### src/rtl/main_bus_pkg.sv
package main_bus_pkg;

    // bus widths
    localparam int ADDR_W = 23;
    localparam int DATA_W = 16;
    localparam int ROM_AW = 21;
    localparam int RAM_AW = 15;

    typedef enum logic [2:0] {
        NONE,
        ROM,
        RAM,
        VRAM,
        ORAM,
        SND,
        IO
    } bus_region_t;

    // address map prefixes, each compared against the top bits of the byte address
    localparam logic [1:0] ROM_PFX    = 2'b00;  // bits 23:22
    localparam logic [6:0] SND_PFX    = 7'h30;  // bits 23:17, 60'0000-61'FFFF
    localparam logic [7:0] ORAM_PFX   = 8'h70;  // bits 23:16
    localparam logic [4:0] IO_PFX     = 5'h10;  // bits 23:19, 80'0000-87'FFFF
    localparam logic [7:0] VRAM_FIRST = 8'h90;  // bits 23:16
    localparam logic [7:0] VRAM_LAST  = 8'h92;
    localparam logic [7:0] RAM_PFX    = 8'hFF;  // bits 23:16

    // I/O byte offsets, only bits 8:3 are decoded
    localparam logic [8:0] IO_IN0   = 9'h000;
    localparam logic [8:0] IO_IN1   = 9'h010;
    localparam logic [8:0] IO_IN2   = 9'h020;
    localparam logic [8:0] IO_OUT   = 9'h040;
    localparam logic [8:0] IO_OBANK = 9'h070;

    // bus wait and delay recovery
    localparam int                 WAIT_W   = 4;
    localparam logic [WAIT_W-1:0]  WAIT_MIN = 4'd3;
    localparam int                 DEBT_W   = 4;
    localparam logic [DEBT_W-1:0]  DEBT_MAX = 4'd15;

    localparam logic [DATA_W-1:0]  OPEN_BUS = 16'hFFFF;

endpackage

### src/rtl/addr_decoder.sv
`timescale 1ns/1ps

module addr_decoder import main_bus_pkg::*; (
    input  logic              clk,
    input  logic              rst,
    input  logic              load,
    input  logic              clear,
    input  logic [ADDR_W:1]   req_addr,
    output bus_region_t       region,
    output logic [ADDR_W:1]   mem_addr,
    output logic              rom_cs,
    output logic              ram_cs,
    output logic              vram_cs,
    output logic              oram_cs,
    output logic              snd_cs
);

    bus_region_t       dec_region;
    logic [ADDR_W:1]   dec_addr;

    // first match wins, so only one region can come out
    always_comb begin
        if (req_addr[23:22] == ROM_PFX) begin
            dec_region = ROM;
        end else if (req_addr[23:17] == SND_PFX) begin
            dec_region = SND;
        end else if (req_addr[23:16] == ORAM_PFX) begin
            dec_region = ORAM;
        end else if (req_addr[23:19] == IO_PFX) begin
            dec_region = IO;
        end else if (req_addr[23:16] >= VRAM_FIRST && req_addr[23:16] <= VRAM_LAST) begin
            dec_region = VRAM;
        end else if (req_addr[23:16] == RAM_PFX) begin
            dec_region = RAM;
        end else begin
            dec_region = NONE;
        end
    end

    // RAM is folded down to the bottom of the shared memory, away from VRAM
    always_comb begin
        case (dec_region)
            RAM:     dec_addr = {{(ADDR_W-RAM_AW){1'b0}}, req_addr[RAM_AW:1]};
            default: dec_addr = req_addr;
        endcase
    end

    always_ff @(posedge clk or posedge rst) begin
        if (rst) begin
            region  <= NONE;
            rom_cs  <= 1'b0;
            ram_cs  <= 1'b0;
            vram_cs <= 1'b0;
            oram_cs <= 1'b0;
            snd_cs  <= 1'b0;
        end else if (load) begin
            region  <= dec_region;
            rom_cs  <= dec_region == ROM;
            ram_cs  <= dec_region == RAM;
            vram_cs <= dec_region == VRAM;
            oram_cs <= dec_region == ORAM;
            snd_cs  <= dec_region == SND;
        end else if (clear) begin
            rom_cs  <= 1'b0;
            ram_cs  <= 1'b0;
            vram_cs <= 1'b0;
            oram_cs <= 1'b0;
            snd_cs  <= 1'b0;
        end
    end

    always_ff @(posedge clk) begin
        if (load) begin
            mem_addr <= dec_addr;
        end
    end

endmodule

### src/rtl/bus_cycle_fsm.sv
`timescale 1ns/1ps

module bus_cycle_fsm import main_bus_pkg::*; (
    input  logic              clk,
    input  logic              rst,
    input  logic              req_valid,
    input  logic              req_we,
    input  bus_region_t       region,
    input  logic              wait_done,
    input  logic [DATA_W-1:0] rom_data,
    input  logic [DATA_W-1:0] ram_data,
    input  logic [7:0]        snd_data,
    input  logic [DATA_W-1:0] io_rdata,
    output logic              dec_load,
    output logic              dec_clear,
    output logic              timer_start,
    output logic              io_strobe,
    output logic              req_ready,
    output logic [DATA_W-1:0] req_rdata
);

    typedef enum logic [2:0] {
        IDLE,
        DECODE,
        MEM_WAIT,
        ACK,
        RELEASE
    } state_t;

    state_t state;
    state_t state_nxt;
    logic   no_wait;

    // I/O and unmapped cycles need no memory and skip the timer
    assign no_wait = region == IO || region == NONE;

    always_ff @(posedge clk or posedge rst) begin
        if (rst) begin
            state <= IDLE;
        end else begin
            state <= state_nxt;
        end
    end

    always_comb begin
        state_nxt   = state;
        dec_load    = 1'b0;
        dec_clear   = 1'b0;
        timer_start = 1'b0;
        io_strobe   = 1'b0;
        req_ready   = 1'b0;
        case (state)
            IDLE: begin
                if (req_valid) begin
                    dec_load  = 1'b1;
                    state_nxt = DECODE;
                end
            end
            DECODE: begin
                if (no_wait) begin
                    io_strobe = region == IO;
                    state_nxt = ACK;
                end else begin
                    timer_start = 1'b1;
                    state_nxt   = MEM_WAIT;
                end
            end
            MEM_WAIT: begin
                if (wait_done) begin
                    state_nxt = ACK;
                end
            end
            ACK: begin
                req_ready = 1'b1;
                state_nxt = RELEASE;
            end
            RELEASE: begin
                // held request stays here until the master lets go
                dec_clear = 1'b1;
                if (!req_valid) begin
                    state_nxt = IDLE;
                end
            end
            default: state_nxt = IDLE;
        endcase
    end

    // read data mux, open bus on writes and outside the acknowledge
    always_comb begin
        req_rdata = OPEN_BUS;
        if (state == ACK && !req_we) begin
            case (region)
                ROM:              req_rdata = rom_data;
                RAM, VRAM, ORAM:  req_rdata = ram_data;
                SND:              req_rdata = {8'hFF, snd_data};
                IO:               req_rdata = io_rdata;
                default:          req_rdata = OPEN_BUS;
            endcase
        end
    end

endmodule

### src/rtl/io_regs.sv
`timescale 1ns/1ps

module io_regs import main_bus_pkg::*; (
    input  logic              clk,
    input  logic              rst,
    input  logic              strobe,
    input  logic              req_we,
    input  logic [1:0]        req_be,
    input  logic [8:3]        req_addr,
    input  logic [DATA_W-1:0] req_wdata,
    input  logic [7:0]        joystick1,
    input  logic [7:0]        joystick2,
    input  logic [7:0]        joystick3,
    input  logic [7:0]        joystick4,
    input  logic [3:0]        start_button,
    input  logic [3:0]        coin_input,
    input  logic              dip_test,
    input  logic              eeprom_sdo,
    output logic [DATA_W-1:0] io_rdata,
    output logic              eeprom_sclk,
    output logic              eeprom_sdi,
    output logic              eeprom_scs,
    output logic              snd_rstn,
    output logic              obank
);

    logic [DATA_W-1:0] in0;
    logic [DATA_W-1:0] in1;
    logic [DATA_W-1:0] in2;
    logic              wr;

    // cabinet inputs sampled every cycle
    always_ff @(posedge clk) begin
        in0 <= {joystick2, joystick1};
        in1 <= {joystick4, joystick3};
        in2 <= {coin_input, start_button, 6'h3F, dip_test, eeprom_sdo};
    end

    always_comb begin
        if (req_addr == IO_IN0[8:3]) begin
            io_rdata = in0;
        end else if (req_addr == IO_IN1[8:3]) begin
            io_rdata = in1;
        end else if (req_addr == IO_IN2[8:3]) begin
            io_rdata = in2;
        end else begin
            io_rdata = OPEN_BUS;
        end
    end

    assign wr = strobe && req_we;

    // control latches, each byte lane written on its own
    always_ff @(posedge clk or posedge rst) begin
        if (rst) begin
            eeprom_sdi  <= 1'b0;
            eeprom_sclk <= 1'b0;
            eeprom_scs  <= 1'b0;
            snd_rstn    <= 1'b0;
            obank       <= 1'b0;
        end else if (wr) begin
            if (req_addr == IO_OUT[8:3] && req_be[1]) begin
                eeprom_sdi  <= req_wdata[12];
                eeprom_sclk <= req_wdata[13];
                eeprom_scs  <= req_wdata[14];
            end
            if (req_addr == IO_OUT[8:3] && req_be[0]) begin
                snd_rstn <= req_wdata[3];
            end
            if (req_addr == IO_OBANK[8:3] && req_be[0]) begin
                obank <= req_wdata[0];
            end
        end
    end

endmodule

### src/rtl/irq_ctrl.sv
`timescale 1ns/1ps

module irq_ctrl (
    input  logic clk,
    input  logic rst,
    input  logic lvbl,
    input  logic raster,
    input  logic int_ack,
    output logic ipl_vblank_n,
    output logic ipl_raster_n
);

    logic lvbl_last;
    logic raster_last;

    always_ff @(posedge clk or posedge rst) begin
        if (rst) begin
            lvbl_last    <= 1'b0;
            raster_last  <= 1'b1;
            ipl_vblank_n <= 1'b1;
            ipl_raster_n <= 1'b1;
        end else begin
            lvbl_last   <= lvbl;
            raster_last <= raster;
            // ack wins over an edge in the same cycle
            if (int_ack) begin
                ipl_vblank_n <= 1'b1;
                ipl_raster_n <= 1'b1;
            end else begin
                if (!lvbl && lvbl_last) ipl_vblank_n <= 1'b0;
                if (raster && !raster_last) ipl_raster_n <= 1'b0;
            end
        end
    end

endmodule

### src/rtl/main_bus_top.sv
`timescale 1ns/1ps

module main_bus_top import main_bus_pkg::*; (
    input  logic              clk,
    input  logic              rst,
    // bus master
    input  logic              req_valid,
    input  logic [ADDR_W:1]   req_addr,
    input  logic              req_we,
    input  logic [1:0]        req_be,
    input  logic [DATA_W-1:0] req_wdata,
    output logic              req_ready,
    output logic [DATA_W-1:0] req_rdata,
    // memories
    output logic              rom_cs,
    output logic              ram_cs,
    output logic              vram_cs,
    output logic              oram_cs,
    output logic              snd_cs,
    output logic [ADDR_W:1]   mem_addr,
    input  logic [DATA_W-1:0] rom_data,
    input  logic [DATA_W-1:0] ram_data,
    input  logic [7:0]        snd_data,
    input  logic              rom_ok,
    input  logic              ram_ok,
    input  logic              snd_ok,
    // video
    input  logic              lvbl,
    input  logic              raster,
    input  logic              int_ack,
    output logic              ipl_vblank_n,
    output logic              ipl_raster_n,
    // cabinet
    input  logic [7:0]        joystick1,
    input  logic [7:0]        joystick2,
    input  logic [7:0]        joystick3,
    input  logic [7:0]        joystick4,
    input  logic [3:0]        start_button,
    input  logic [3:0]        coin_input,
    input  logic              dip_test,
    input  logic              eeprom_sdo,
    output logic              eeprom_sclk,
    output logic              eeprom_sdi,
    output logic              eeprom_scs,
    output logic              snd_rstn,
    output logic              obank
);

    bus_region_t       region;
    logic              dec_load;
    logic              dec_clear;
    logic              timer_start;
    logic              wait_done;
    logic              io_strobe;
    logic              mem_ok;
    logic [DATA_W-1:0] io_rdata;

    // ok of whichever memory is selected
    assign mem_ok = (rom_cs && rom_ok) || ((ram_cs || vram_cs || oram_cs) && ram_ok)
                  || (snd_cs && snd_ok);

    addr_decoder u_decoder (
        .clk        (clk),
        .rst        (rst),
        .load       (dec_load),
        .clear      (dec_clear),
        .req_addr   (req_addr),
        .region     (region),
        .mem_addr   (mem_addr),
        .rom_cs     (rom_cs),
        .ram_cs     (ram_cs),
        .vram_cs    (vram_cs),
        .oram_cs    (oram_cs),
        .snd_cs     (snd_cs)
    );

    bus_cycle_fsm u_fsm (
        .clk         (clk),
        .rst         (rst),
        .req_valid   (req_valid),
        .req_we      (req_we),
        .region      (region),
        .wait_done   (wait_done),
        .rom_data    (rom_data),
        .ram_data    (ram_data),
        .snd_data    (snd_data),
        .io_rdata    (io_rdata),
        .dec_load    (dec_load),
        .dec_clear   (dec_clear),
        .timer_start (timer_start),
        .io_strobe   (io_strobe),
        .req_ready   (req_ready),
        .req_rdata   (req_rdata)
    );

    wait_timer u_timer (
        .clk    (clk),
        .rst    (rst),
        .start  (timer_start),
        .mem_ok (mem_ok),
        .lvbl   (lvbl),
        .done   (wait_done)
    );

    io_regs u_io (
        .clk          (clk),
        .rst          (rst),
        .strobe       (io_strobe),
        .req_we       (req_we),
        .req_be       (req_be),
        .req_addr     (req_addr[8:3]),
        .req_wdata    (req_wdata),
        .joystick1    (joystick1),
        .joystick2    (joystick2),
        .joystick3    (joystick3),
        .joystick4    (joystick4),
        .start_button (start_button),
        .coin_input   (coin_input),
        .dip_test     (dip_test),
        .eeprom_sdo   (eeprom_sdo),
        .io_rdata     (io_rdata),
        .eeprom_sclk  (eeprom_sclk),
        .eeprom_sdi   (eeprom_sdi),
        .eeprom_scs   (eeprom_scs),
        .snd_rstn     (snd_rstn),
        .obank        (obank)
    );

    irq_ctrl u_irq (
        .clk          (clk),
        .rst          (rst),
        .lvbl         (lvbl),
        .raster       (raster),
        .int_ack      (int_ack),
        .ipl_vblank_n (ipl_vblank_n),
        .ipl_raster_n (ipl_raster_n)
    );

endmodule

### src/rtl/wait_timer.sv
`timescale 1ns/1ps

module wait_timer import main_bus_pkg::*; (
    input  logic clk,
    input  logic rst,
    input  logic start,
    input  logic mem_ok,
    input  logic lvbl,
    output logic done
);

    logic              active;
    logic [WAIT_W-1:0] cnt;
    logic [DEBT_W-1:0] debt;
    logic              lvbl_last;
    logic              normal_done;
    logic              early_done;
    logic              late;

    // cnt holds the cycles since the select rose, ack comes one cycle after done
    assign normal_done = cnt >= WAIT_MIN - 4'd1;
    assign early_done  = cnt == WAIT_MIN - 4'd2 && debt != '0;
    assign done        = active && mem_ok && (normal_done || early_done);

    // ok stays up once raised, so finishing past the normal point means it came late
    assign late = cnt > WAIT_MIN - 4'd1;

    always_ff @(posedge clk or posedge rst) begin
        if (rst) begin
            active <= 1'b0;
            cnt    <= '0;
        end else if (start) begin
            active <= 1'b1;
            cnt    <= 4'd1;
        end else if (done) begin
            active <= 1'b0;
        end else if (active && cnt != '1) begin
            cnt <= cnt + 4'd1;
        end
    end

    // recovery debt, wiped once per frame
    always_ff @(posedge clk or posedge rst) begin
        if (rst) begin
            debt      <= '0;
            lvbl_last <= 1'b0;
        end else begin
            lvbl_last <= lvbl;
            if (!lvbl && lvbl_last) begin
                debt <= '0;
            end else if (done && early_done) begin
                debt <= debt - 4'd1;
            end else if (done && late && debt != DEBT_MAX) begin
                debt <= debt + 4'd1;
            end
        end
    end

endmodule

### config.mk
export PLATFORM = sky130hd
export DESIGN_NAME = main_bus_top
export DESIGN_NICKNAME = d
export VERILOG_FILES = /design/src/rtl/main_bus_pkg.sv /design/src/rtl/addr_decoder.sv /design/src/rtl/bus_cycle_fsm.sv /design/src/rtl/io_regs.sv /design/src/rtl/irq_ctrl.sv /design/src/rtl/main_bus_top.sv /design/src/rtl/wait_timer.sv
export SDC_FILE = /design/constraint.sdc
export NUM_CORES = 1
export LEC_CHECK = 0
export ABC_AREA = 1
export BUFFER_PORTS_ARGS = -buffer_cell sky130_fd_sc_hd__buf_2
export CAP_MARGIN = 20
export CORE_UTILIZATION = 38
export DETAILED_ROUTE_END_ITERATION = 10
export PLACE_DENSITY = 0.7
export SYNTH_ARGS = -nofsm -noshare
export SYNTH_HDL_FRONTEND = slang
export SYNTH_SLANG_ARGS = --single-unit
### constraint.sdc
create_clock -name clk -period 3.95 [get_ports clk]
set_clock_uncertainty 0.05 [all_clocks]
set_input_delay 0.79 -clock clk [delete_from_list [all_inputs] [get_ports clk]]
set_output_delay 0.79 -clock clk [all_outputs]
set_load 0.03 [all_outputs]
==> results.cfg <==
[power]
power_mw = 2.79
p_int_mw = 1.71
power.share.clock_pct = 22.0
p_leak_nw = 2.52
combPwrFrac_pct = 32.9
ir_drop_uv = 254
p_sw_share_pct = 38.7
power_frac_seq_pct = 45.1
p_switching_mw = 1.08
powerDensity_mw_per_mm2 = 542

[setup_path]
crit_required_ns = 3.11
endpoint = req_rdata[7]
reg2regPathDepth = 15
arrival_ns = 2.41
critical_path.startpoint = req_addr[8]
cp_max_fo = 16
startpoint_type = primary input
end_kind = output pin
rr_startpoint = u_timer.cnt[1]
r2r_setup_slack_ns = 1.48
timing.rr.end = u_timer.debt[3]
critical_path_class = in -> out

[placement]
dp.cells = 732
hpwl_um = 7500
gp_congestion = 0.849
dp_slack_ns = 0.693
io_buffers = 173

[routing]
wl_per_cell_um = 12.9
routed_wl_um = 9680
dr.pass1.iters = 4
drt-initial-drc-count = 105
drc = 0
viasPerCell = 4.70
vias = 3524
ant_nets = 0

[layout]
drive_gt1_share_pct = 36.0
fin_cells = 749
antenna_cells = 0
layout_common_cells = buf_2, nand2_1, inv_1
final_core_util_pct = 52.1
nNetsFinal = 750
final_common_cell = buf_2
areaGrowthSynthToFinish_pct = 31.8

[global_routing]
antenna_found_initial = 0
grt_max_degree = 27
grt_pass1_vias = 3398
overflow = 0
grt_pass1_wl_um = 15100
gr-usage-all-layers_pct = 18.6

[synth]
synth_seq_area_share_pct = 57.9
ys.flop_type = dfxtp_1
synth_cell_type_count = 39
ys_ff_latch = 94
synth_fp_nets = 568
synth_cells = 429
synth-async-reset-ratio_pct = 30.9
yosysWarnings = 0
synth_edf_count = 23
syn_area_sq_mm = 0.00390
avgSynthCellArea_sq_um = 9.10

[timing]
finalHoldViolations = 0
finalCritPeriodShare_pct = 82.4
setup_slack_ns = 0.696
fmax_mhz = 307
setup_violations = 0
rsz0062_at_grt = no
drv_slew = 0
worstMarginPinSlew_ns = 0.711
layout_min_cycle_time_ns = 3.25
tns_ns = 0
relSlewSlack_pct = 52.5

[die]
die_height_um = 103
rows = 36
die_w_um = 103
start_util_pct = 39.6
die_area_sq_mm = 0.0107
fp.coreArea_sq_mm = 0.00986
io_pins = 185

[clocking]
htree_num_levels = 3
cts_hold_buf = 0
clk_pin_slew_ns = 0.10
cts_root_buffer = clkbuf_8
post_cts_buffers = 0
cts-buffers-inserted = 9
clockBufferDepth = 2
insertion_delay_ns = 0.36
cts_sinks = 94
cts_resized = 0
cts_tree = built

[hold_path]
hold_class = in -> async

[job]
max_cap_viol_count = 0

[outcome]
outcome = complete, no violations
-- logic make-up after synthesis --
| family | share of synthesized area, % |
|---|---|
| and+or+nand+nor | 19.9 |
| DFF | 57.9 |
| xor gates and xnor gates | 0.673 |
| AOI/OAI and AO/OA | 12.6 |
| buffers and inverters | 6.76 |
| adders and majority gates | 2.12 |
-- state kept, by name (all words and copies together), names as in the netlist, 3 cells and up --
| name | flops |
|---|---|
| u_timer.debt | 4 |
| u_timer.cnt | 4 |
| u_io.in1 | 16 |
| u_io.in2 | 10 |
| u_io.in0 | 16 |
| u_decoder.mem_addr | 23 |
| u_decoder.region | 3 |
| u_fsm.state | 3 |
-- synth_stat cells, types with 5 or more instances --
master    count  area share, %
dfrtp_1      26             17
dfxtp_1      42             22
nor2_2        5           0.80
nand4_1      12            1.9
o22ai_1       9            1.4
nand2_1      79            7.6
ha_1          5            1.6
o21ai_1      34            4.4
nor2_1       37            3.6
o221ai_1      7            1.6
edfxtp_1     23             18
nand3_1      17            2.2
inv_1        53            5.1
a21oi_1       9            1.2
o21ai_0      20            2.6
inv_2        11            1.1
-- final cells by class --
class / count / area [sq um]
Inverter: 64 / 240
Sequential cell: 94 / 2260
Fill cell: 962 / 4720
Multi-Input combinational cell: 266 / 1380
Tap cell: 133 / 166
Timing Repair Buffer: 176 / 908
Clock inverter: 6 / 52.6
Clock buffer: 10 / 138
-- worst max-delay path: stages --
cell and delay, ns:
buf_2 0.10, nor2_1 0.23, nand3_1 0.55, o221ai_1 0.41, nand4_1 0.12, buf_2 0.20
-- worst min path at each step --
stage                    endpoint  slack (ns)  depth (start not counted)
2_1_floorplan      u_fsm.state[1]        0.44                          2
3_3_place_gp   u_irq.ipl_vblank_n        0.40                          2
3_5_place_dp   u_irq.ipl_vblank_n        0.41                          2
4_1_cts        u_irq.ipl_vblank_n        0.43                          2
5_1_grt           u_irq.lvbl_last        0.25                          2
6_report          u_irq.lvbl_last        0.27                          2
-- through the flow --
| step | cell area (sq um) | hold WS, ns |
|---|---|---|
| final | 5140 | 0.266 |
| after global routing | 5140 | 0.248 |
| after CTS | 5120 | 0.425 |
| after detailed placement | 4930 | 0.412 |
| after global placement | 4930 | 0.403 |
| after floorplan | 3900 | 0.441 |
-- power by group through the flow --
| stage | Combinational [mW] | Clock, mW | Sequential (mW) |
|---|---|---|---|
| after CTS | 0.924 | 0.629 | 1.26 |
| final | 0.917 | 0.613 | 1.26 |
| after global placement | 0.895 | 0 | 1.27 |
| after detailed placement | 0.919 | 0 | 1.28 |
| after floorplan | 0.564 | 0 | 1.35 |
| after global routing | 1.04 | 0.669 | 1.28 |
-- layer usage --
| metal | wire [um] | global-route usage [%] |
|---|---|---|
| met1 | 3960 | 21.3 |
| met2 | 4830 | 32.8 |
| met3 | 689 | 4.70 |
| met4 | 210 | 8.56 |
| met5 | 0 | 0 |
No activity file was read; power rests on OpenSTA's default activity.
